**src/common/bounce_pkg.sv**
```systemverilog
// Shared types, playfield limits, bee table and display patterns, imported by the game RTL
package bounce_pkg;

    typedef logic [7:0]  x_t;
    typedef logic [6:0]  y_t;
    // Bit 3 left, bit 2 down, bit 1 up, bit 0 right
    typedef logic [3:0]  dir_t;
    typedef logic [1:0]  lives_t;
    typedef logic [7:0]  score_t;
    // Active low, bit 6 is segment g
    typedef logic [6:0]  seg_t;
    typedef logic [27:0] period_t;

    // Playfield borders
    localparam x_t x_right_limit  = 8'd152;
    localparam x_t x_left_limit   = 8'd4;
    localparam y_t y_bottom_limit = 7'd112;
    localparam y_t y_top_limit    = 7'd24;

    localparam x_t player_start_x = 8'd80;
    localparam y_t player_start_y = 7'd60;

    // Bee table
    localparam int num_bees = 6;
    localparam x_t bee_start_x [num_bees] = '{8'd30, 8'd34, 8'd103, 8'd67, 8'd108, 8'd67};
    localparam y_t bee_start_y [num_bees] = '{7'd48, 7'd74, 7'd89, 7'd100, 7'd56, 7'd29};
    localparam dir_t bee_start_dir [num_bees] =
        '{4'b1010, 4'b1100, 4'b0011, 4'b0101, 4'b0101, 4'b1100};
    // Contact distance on each axis
    localparam int bee_reach = 3;

    localparam lives_t lives_full = 2'd3;

    // Message shown on hex0 to hex7 at game over
    localparam seg_t over_pattern [8] = '{
        7'b0101111, 7'b0000110, 7'b1000001, 7'b1000000,
        7'b0000110, 7'b1101010, 7'b0001000, 7'b1000010
    };

    localparam seg_t seg_blank = 7'b1111111;

endpackage

```
**src/rtl/game_timer.sv**
```systemverilog
// Speed selection and the move and score tick strobes that pace the whole game
module game_timer
    import bounce_pkg::*;
#(
    parameter period_t base_period  = 28'd1000000,
    parameter period_t score_period = 28'd100000000
)
(
    input  logic       CLOCK_50,
    input  logic       reset,
    input  logic [1:0] speed_sel,
    output logic       move_tick,
    output logic       score_tick
);
    localparam period_t fast_period   = period_t'((base_period * 3) / 4);
    localparam period_t faster_period = period_t'(base_period / 2);

    period_t speed_q;
    period_t move_cnt;
    period_t score_cnt;

    // Speed switches are sampled every cycle
    always_ff @(posedge CLOCK_50)
    begin
        if (reset)
            speed_q <= base_period;
        else
        begin
            case (speed_sel)
                2'b00:   speed_q <= base_period;
                2'b11:   speed_q <= faster_period;
                default: speed_q <= fast_period;
            endcase
        end
    end

    // Strobes fire on the reload cycle
    assign move_tick  = (move_cnt == '0);
    assign score_tick = (score_cnt == '0);

    always_ff @(posedge CLOCK_50)
    begin
        if (reset)
        begin
            move_cnt  <= base_period - 1'b1;
            score_cnt <= score_period - 1'b1;
        end
        else
        begin
            move_cnt  <= move_tick ? speed_q - 1'b1 : move_cnt - 1'b1;
            score_cnt <= score_tick ? score_period - 1'b1 : score_cnt - 1'b1;
        end
    end

endmodule

```
**src/sprites/sprite_motion.sv**
```systemverilog
// Position register of one sprite, stepped one pixel per tick and reloadable to its start
module sprite_motion
    import bounce_pkg::*;
#(
    parameter x_t start_x = player_start_x,
    parameter y_t start_y = player_start_y
)
(
    input  logic CLOCK_50,
    input  logic reset,
    input  logic step,
    input  logic restart,
    input  dir_t dir,
    output x_t   x,
    output y_t   y
);
    x_t next_x;
    y_t next_y;

    // Right adds, left subtracts; down adds, up subtracts
    assign next_x = x + x_t'(dir[0]) - x_t'(dir[3]);
    assign next_y = y + y_t'(dir[2]) - y_t'(dir[1]);

    always_ff @(posedge CLOCK_50)
    begin
        if (reset || restart)
        begin
            x <= start_x;
            y <= start_y;
        end
        else if (step)
        begin
            x <= next_x;
            y <= next_y;
        end
    end

endmodule

```
**src/sprites/bee_swarm.sv**
```systemverilog
// The six bees with their bounce direction registers, all stepped on the common move tick
module bee_swarm
    import bounce_pkg::*;
(
    input  logic CLOCK_50,
    input  logic reset,
    input  logic move_tick,
    output x_t   bee_x [num_bees],
    output y_t   bee_y [num_bees]
);
    dir_t bee_dir [num_bees];

    for (genvar i = 0; i < num_bees; i++)
    begin : g_bee
        dir_t bounced;

        // Horizontal and vertical bounces are independent of each other
        always_comb
        begin
            bounced = bee_dir[i];
            if (bee_x[i] >= x_right_limit)
                bounced = {1'b1, bounced[2:1], 1'b0};
            else if (bee_x[i] <= x_left_limit)
                bounced = {1'b0, bounced[2:1], 1'b1};
            if (bee_y[i] == y_bottom_limit)
                bounced = {bounced[3], 2'b01, bounced[0]};
            else if (bee_y[i] == y_top_limit)
                bounced = {bounced[3], 2'b10, bounced[0]};
        end

        always_ff @(posedge CLOCK_50)
        begin
            if (reset)
                bee_dir[i] <= bee_start_dir[i];
            else if (move_tick)
                bee_dir[i] <= bounced;
        end

        // Motion uses the direction held before this tick's bounce
        sprite_motion #(
            .start_x (bee_start_x[i]),
            .start_y (bee_start_y[i])
        ) motion_i (
            .CLOCK_50 (CLOCK_50),
            .reset    (reset),
            .step     (move_tick),
            .restart  (1'b0),
            .dir      (bee_dir[i]),
            .x        (bee_x[i]),
            .y        (bee_y[i])
        );
    end

endmodule

```
**src/game/hazard_detect.sv**
```systemverilog
// Combinational check of the player against the playfield borders and the enabled bees
module hazard_detect
    import bounce_pkg::*;
(
    input  x_t                  player_x,
    input  y_t                  player_y,
    input  x_t                  bee_x [num_bees],
    input  y_t                  bee_y [num_bees],
    input  logic [num_bees-1:0] bee_enable,
    output logic                hit
);
    logic wall_hit;
    logic bee_hit;

    assign wall_hit = (player_x >= x_right_limit) || (player_x <= x_left_limit)
                   || (player_y >= y_bottom_limit) || (player_y <= y_top_limit);

    // Contact box of bee_reach pixels around each bee
    always_comb
    begin
        int dx;
        int dy;
        bee_hit = 1'b0;
        for (int i = 0; i < num_bees; i++)
        begin
            dx = int'(player_x) - int'(bee_x[i]);
            dy = int'(player_y) - int'(bee_y[i]);
            if (bee_enable[i] && dx >= -bee_reach && dx <= bee_reach
                    && dy >= -bee_reach && dy <= bee_reach)
                bee_hit = 1'b1;
        end
    end

    assign hit = wall_hit || bee_hit;

endmodule

```
**src/game/life_keeper.sv**
```systemverilog
// Player motion, lives, restart after a hit and the game-over latch with its switch acknowledge
module life_keeper
    import bounce_pkg::*;
(
    input  logic       CLOCK_50,
    input  logic       reset,
    input  logic       move_tick,
    input  logic       hit,
    input  logic [3:0] keys,
    input  logic       ack,
    output x_t         player_x,
    output y_t         player_y,
    output lives_t     lives,
    output logic       over,
    output logic       game_over_pulse
);
    dir_t player_dir;
    logic lose_life;
    logic ack_seen;

    // Keys are active low and map straight onto the direction bits
    assign player_dir = over ? dir_t'(0) : dir_t'(~keys);
    assign lose_life  = move_tick && hit && !over;

    sprite_motion #(
        .start_x (player_start_x),
        .start_y (player_start_y)
    ) player_i (
        .CLOCK_50 (CLOCK_50),
        .reset    (reset),
        .step     (move_tick),
        .restart  (lose_life),
        .dir      (player_dir),
        .x        (player_x),
        .y        (player_y)
    );

    always_ff @(posedge CLOCK_50)
    begin
        if (reset)
        begin
            lives           <= lives_full;
            over            <= 1'b0;
            ack_seen        <= 1'b0;
            game_over_pulse <= 1'b0;
        end
        else
        begin
            game_over_pulse <= 1'b0;
            if (lose_life)
            begin
                if (lives == '0)
                begin
                    // Out of lives
                    game_over_pulse <= 1'b1;
                    over            <= 1'b1;
                    ack_seen        <= 1'b0;
                    lives           <= lives_full;
                end
                else
                    lives <= lives - 1'b1;
            end
            else if (over && ack)
                ack_seen <= 1'b1;
            else if (ack_seen && !ack)
            begin
                // Switch went up and back down
                over     <= 1'b0;
                ack_seen <= 1'b0;
            end
        end
    end

endmodule

```
**src/rtl/score_keeper.sv**
```systemverilog
// Score counter paced by the score tick, and the high score register that tracks it
module score_keeper
    import bounce_pkg::*;
(
    input  logic   CLOCK_50,
    input  logic   reset,
    input  logic   score_tick,
    input  logic   over,
    input  logic   game_over_pulse,
    output score_t score,
    output score_t high_score
);

    always_ff @(posedge CLOCK_50)
    begin
        if (reset)
        begin
            score      <= '0;
            high_score <= '0;
        end
        else
        begin
            if (game_over_pulse)
                score <= '0;
            else if (score_tick && !over)
                score <= score + 1'b1;   // wraps at 255

            // Follows the score a cycle behind
            if (score >= high_score)
                high_score <= score;
        end
    end

endmodule

```
**src/rtl/status_display.sv**
```systemverilog
// Seven-segment view of lives, score and high score, or the game-over message
module status_display
    import bounce_pkg::*;
(
    input  logic   over,
    input  lives_t lives,
    input  score_t score,
    input  score_t high_score,
    output seg_t   hex0,
    output seg_t   hex1,
    output seg_t   hex2,
    output seg_t   hex3,
    output seg_t   hex4,
    output seg_t   hex5,
    output seg_t   hex6,
    output seg_t   hex7
);

    // Hex digit to active low segments, g in bit 6
    function automatic seg_t hex_seg(input logic [3:0] value);
        case (value)
            4'h0: return 7'b1000000;
            4'h1: return 7'b1111001;
            4'h2: return 7'b0100100;
            4'h3: return 7'b0110000;
            4'h4: return 7'b0011001;
            4'h5: return 7'b0010010;
            4'h6: return 7'b0000010;
            4'h7: return 7'b1111000;
            4'h8: return 7'b0000000;
            4'h9: return 7'b0010000;
            4'ha: return 7'b0001000;
            4'hb: return 7'b0000011;
            4'hc: return 7'b1000110;
            4'hd: return 7'b0100001;
            4'he: return 7'b0000110;
            default: return 7'b0001110;
        endcase
    endfunction

    always_comb
    begin
        if (over)
        begin
            hex0 = over_pattern[0];
            hex1 = over_pattern[1];
            hex2 = over_pattern[2];
            hex3 = over_pattern[3];
            hex4 = over_pattern[4];
            hex5 = over_pattern[5];
            hex6 = over_pattern[6];
            hex7 = over_pattern[7];
        end
        else
        begin
            hex0 = hex_seg({2'b00, lives});
            hex1 = seg_blank;
            hex2 = seg_blank;
            hex3 = seg_blank;
            hex4 = hex_seg(score[3:0]);
            hex5 = hex_seg(score[7:4]);
            hex6 = hex_seg(high_score[3:0]);
            hex7 = hex_seg(high_score[7:4]);
        end
    end

endmodule

```
**src/rtl/bounce_top.sv**
```systemverilog
// Top level of the bee-dodging game, wiring the game blocks to switches, keys, LEDs and displays
module bounce_top
    import bounce_pkg::*;
#(
    parameter period_t base_period  = 28'd1000000,
    parameter period_t score_period = 28'd100000000
)
(
    input  logic        CLOCK_50,
    input  logic        reset,
    input  logic [17:0] sw,
    input  logic [3:0]  key,
    output logic [17:0] ledr,
    output seg_t        hex0,
    output seg_t        hex1,
    output seg_t        hex2,
    output seg_t        hex3,
    output seg_t        hex4,
    output seg_t        hex5,
    output seg_t        hex6,
    output seg_t        hex7
);
    logic   move_tick;
    logic   score_tick;
    x_t     bee_x [num_bees];
    y_t     bee_y [num_bees];
    x_t     player_x;
    y_t     player_y;
    logic   hit;
    lives_t lives;
    logic   over;
    logic   game_over_pulse;
    score_t score;
    score_t high_score;

    // sw[17:16] pick the game speed
    game_timer #(
        .base_period  (base_period),
        .score_period (score_period)
    ) timer_i (
        .CLOCK_50   (CLOCK_50),
        .reset      (reset),
        .speed_sel  (sw[17:16]),
        .move_tick  (move_tick),
        .score_tick (score_tick)
    );

    bee_swarm bees_i (
        .CLOCK_50  (CLOCK_50),
        .reset     (reset),
        .move_tick (move_tick),
        .bee_x     (bee_x),
        .bee_y     (bee_y)
    );

    // sw[5:0] enable the bees one by one
    hazard_detect hazard_i (
        .player_x   (player_x),
        .player_y   (player_y),
        .bee_x      (bee_x),
        .bee_y      (bee_y),
        .bee_enable (sw[5:0]),
        .hit        (hit)
    );

    // sw[15] acknowledges game over
    life_keeper lives_i (
        .CLOCK_50        (CLOCK_50),
        .reset           (reset),
        .move_tick       (move_tick),
        .hit             (hit),
        .keys            (key),
        .ack             (sw[15]),
        .player_x        (player_x),
        .player_y        (player_y),
        .lives           (lives),
        .over            (over),
        .game_over_pulse (game_over_pulse)
    );

    score_keeper score_i (
        .CLOCK_50        (CLOCK_50),
        .reset           (reset),
        .score_tick      (score_tick),
        .over            (over),
        .game_over_pulse (game_over_pulse),
        .score           (score),
        .high_score      (high_score)
    );

    status_display display_i (
        .over       (over),
        .lives      (lives),
        .score      (score),
        .high_score (high_score),
        .hex0       (hex0),
        .hex1       (hex1),
        .hex2       (hex2),
        .hex3       (hex3),
        .hex4       (hex4),
        .hex5       (hex5),
        .hex6       (hex6),
        .hex7       (hex7)
    );

    // Only ledr[15] is lit, during game over
    assign ledr = {2'b00, over, 15'd0};

endmodule

```
**config.mk**
```make
export PLATFORM = sky130hd
export DESIGN_NAME = bounce_top
export DESIGN_NICKNAME = d
export VERILOG_FILES = /design/src/common/bounce_pkg.sv /design/src/rtl/game_timer.sv /design/src/sprites/sprite_motion.sv /design/src/sprites/bee_swarm.sv /design/src/game/hazard_detect.sv /design/src/game/life_keeper.sv /design/src/rtl/score_keeper.sv /design/src/rtl/status_display.sv /design/src/rtl/bounce_top.sv
export SDC_FILE = /design/constraint.sdc
export NUM_CORES = 1
export LEC_CHECK = 0
export BUFFER_PORTS_ARGS = -buffer_cell sky130_fd_sc_hd__buf_2
export CAP_MARGIN = 20
export CORE_MARGIN = 4
export CORE_UTILIZATION = 50
export DETAILED_ROUTE_END_ITERATION = 8
export PLACE_DENSITY = 0.75
export SLEW_MARGIN = 20
export SYNTH_ARGS = -nofsm -noshare
export SYNTH_HDL_FRONTEND = slang
export SYNTH_HIERARCHICAL = 1
export SYNTH_SLANG_ARGS = --single-unit
export TNS_END_PERCENT = 5
```
**constraint.sdc**
```tcl
create_clock -name CLOCK_50 -period 4.65 [get_ports CLOCK_50]
set_input_delay 0 -clock CLOCK_50 [delete_from_list [all_inputs] [get_ports CLOCK_50]]
set_output_delay 0 -clock CLOCK_50 [all_outputs]
set_load 0.02 [all_outputs]
```
==> impl_metrics.yaml <==
grt:
  grt_pass1_wl_mm: 76.6
  grt_max_degree: 75
  grt.total_usage_pct: 21.0
  overflow: 0
  grt_pass1_vias: 16640
  antenna_found_initial: 0
place:
  detailed_place_hpwl_mm: 33.7
  dpl_cell_area_um2: 20200
  placed_cells: 2921
  gp_congestion: 0.865
  place_ws_ns: 0.266
  placement.io_buffers: 66
hold_path:
  whs_path_depth: 2
  hold_end: "lives_i/game_over_pulse"
  min-delay-start: "reset"
  min-delay-path-class: "in -> reg"
setup_path:
  worstReg2RegEnd: "lives_i/player_i/y[5]"
  worst_setup_path_end_kind: "flip-flop"
  reg2reg_from: "lives_i/player_i/x[0]"
  path_class: "reg -> reg"
  worst_ep_arrival_time_ns: 4.76
  reg2reg_depth: 18
  crit_fanout: 11
  startpoint_type: "flip-flop"
  required_ns: 5.08
  r2r_slack_ns: 0.32
yosys:
  postSynthAreaPerCell_um2: 8.18
  syn_area_um2: 19600
  async_flop_share_pct: 0
  yosysSeqAreaShare_pct: 22.9
  yosys_warnings: 6
  syn_inst: 2394
  ys.flop_type: "dfxtp_1"
  yosys_register_bits: 212
  synth_edf_count: 24
  yosysUniqueCellTypes: 103
die:
  die_h_um: 206
  ios: 98
  die_area_um2: 42400
  chipWidth_um: 206
  rows: 72
  start_util_pct: 50.6
  core_area_um2: 38600
sta:
  layout_setup_ws_ns: 0.320
  setup_viol: 0
  setup_tns_ns: 0
  final-hold-violation-count: 0
  min_period_over_period_pct: 93.1
  tightest_slew_ns: 0.969
  rsz0062_at_grt: "no"
  holdWs_ns: 0.0511
  fin_crit_ns: 4.33
  slew_headroom_pct: 35.2
  finalMaxSlewViolations: 0
  finClkSkew_ns: 0.0241
  fmax_ghz: 0.231
clock_tree:
  cts-buffers-inserted: 26
  clockRootBuffer: "clkbuf_16"
  cts_setup_buffers: 0
  clockBufferDepth: 3
  cts_tree: "done"
  clkSinkCount: 212
  cts_max_level: 1
  clk_pin_slew_ns: 0.06
  clkLatencyLatePin_ns: 0.55
layout:
  nFillCells: 3450
  fin_area_um2: 21100
  nets: 2726
  drive_gt1_share_pct: 8.14
  synthToLayoutAreaGrowth_pct: 8.05
  fin_cells: 2974
  n_antenna_cell: 0
  finalCoreUtilization_pct: 54.7
routing:
  drt-pass1-iter-count: 5
  ant_nets: 0
  vias: 17203
  drc: 0
  vias_per_cell: 5.78
  drt_wl_total_mm: 45.7
  wl_per_cell_um: 15.4
  drt_iter0_markers: 1015
pwr:
  max-vdd-ir-drop_uv: 213
  leakage_nw: 9.00
  total_power_mw: 4.25
  p_per_area_nw_per_um2: 201
outcome:
  status: "finished, final reports clean"
run:
  cap_violations: 0
-- metal layers --
metal	share of wire (%)	global-route usage, %	vias to the layer above	wire length, um
li1	-	-	8596	-
met1	44	26.3	8136	20200
met2	49	37.7	378	22200
met3	4.3	2.17	93	1960
met4	2.9	7.06	0	1320
met5	0	0	-	0
-- Yosys cell counts, drive strengths merged (43+ instances only) --
library cell	n	area share (%)
xor2	72	3.2
ha	240	15
nand2	120	2.3
dfxtp	188	19
nor3	80	2.1
a211oi	43	1.7
o21ai	112	2.9
nand3	70	1.9
nor2	162	3.1
mux2i	47	2.4
xnor2	55	2.5
inv	310	6.0
a21oi	120	3.1
buf	73	2.6
-- worst max-delay path by stage --
stage                                startpoint                     to  slack (ns)
final                     lives_i/player_i/x[0]  lives_i/player_i/y[5]        0.32
after global routing      lives_i/player_i/y[0]  lives_i/player_i/x[7]        0.06
after CTS                 lives_i/player_i/x[0]  lives_i/player_i/y[5]        0.24
after detailed placement  lives_i/player_i/x[0]  lives_i/player_i/y[5]        0.27
after global placement    lives_i/player_i/x[0]  lives_i/player_i/y[5]        0.36
after floorplan           lives_i/player_i/x[0]  lives_i/player_i/x[7]        0.87
-- area by class of cell --
| class | instances | area, um2 | area share [%] |
|---|---|---|---|
| Clock buffer | 40 | 816 | 3.86 |
| Timing Repair Buffer | 88 | 520 | 2.46 |
| Inverter | 310 | 1170 | 5.53 |
| Clock inverter | 8 | 96.3 | 0.456 |
| Sequential cell | 212 | 4480 | 21.2 |
| Multi-Input combinational cell | 1798 | 13400 | 63.4 |
| Tap cell | 518 | 648 | 3.06 |
-- power by group --
group | switching [mW] | internal (mW)
Sequential | 0.0210 | 1.87
Combinational | 0.145 | 0.0870
Clock | 0.818 | 1.32
-- kinds of logic (layout without fill, tap and decap cells) --
logic type | Yosys count | count (layout) | share of synthesized area (%)
and+or+nand+nor | 739 | 739 | 20.8
adders and majority gates | 266 | 266 | 18.0
other | 3 | 35 | 0.0575
muxes | 57 | 57 | 3.04
DFF | 212 | 212 | 22.9
AOI/OAI and AO/OA | 574 | 574 | 20.3
buffers and inverters | 416 | 446 | 9.21
xor gates and xnor gates | 127 | 127 | 5.68
-- sequential cells by signal, summed over array words and instances (netlist names), 2 cells and up --
register / cells
bees_i/g_bee.motion_i/x: 48
bees_i/g_bee.motion_i/y: 42
timer_i/move_cnt: 28
timer_i/score_cnt: 28
bees_i/bee_dir: 24
lives_i/player_i/x: 8
score_i/high_score: 8
score_i/score: 8
lives_i/player_i/y: 7
timer_i/speed_q: 6
lives_i/lives: 2
-- cells in the final DEF (no fill, tap or decap), types with 28 or more instances in the layout --
cell,n
nand2b_1,28
xor2_1,72
mux2i_1,47
a211oi_1,41
dfxtp_1,188
buf_2,66
conb_1,35
nor3_1,79
clkbuf_16,28
a21o_1,32
o21ai_0,89
nand3_1,69
xnor2_1,55
a21oi_1,116
nand2_1,119
nand4_1,30
o21a_1,29
nor2_1,161
inv_1,301
nor2b_1,40
ha_1,240
-- worst max-delay path, stage by stage, from the launching register on --
cell	delay (ns)
dfxtp_1	0.35
clkinvlp_4	0.21
ha_1	0.18
inv_1	0.04
fa_1	0.39
a211oi_1	0.37
nor2_1	0.10
or3_1	0.31
a22oi_1	0.22
nor4b_1	0.08
mux2_2	0.26
a32oi_1	0.32
nand4b_1	0.32
nand3b_4	0.19
inv_1	0.07
or2_1	0.28
buf_4	0.21
a221oi_1	0.22
nand2_1	0.08
-- repair_timing --
item	CTS	global route
hold buffers	5	0
setup endpoints to repair	0	1
hold endpoints to repair	8	0
gates resized for setup	0	1
Note: power is estimated with default switching activity, not from simulation.
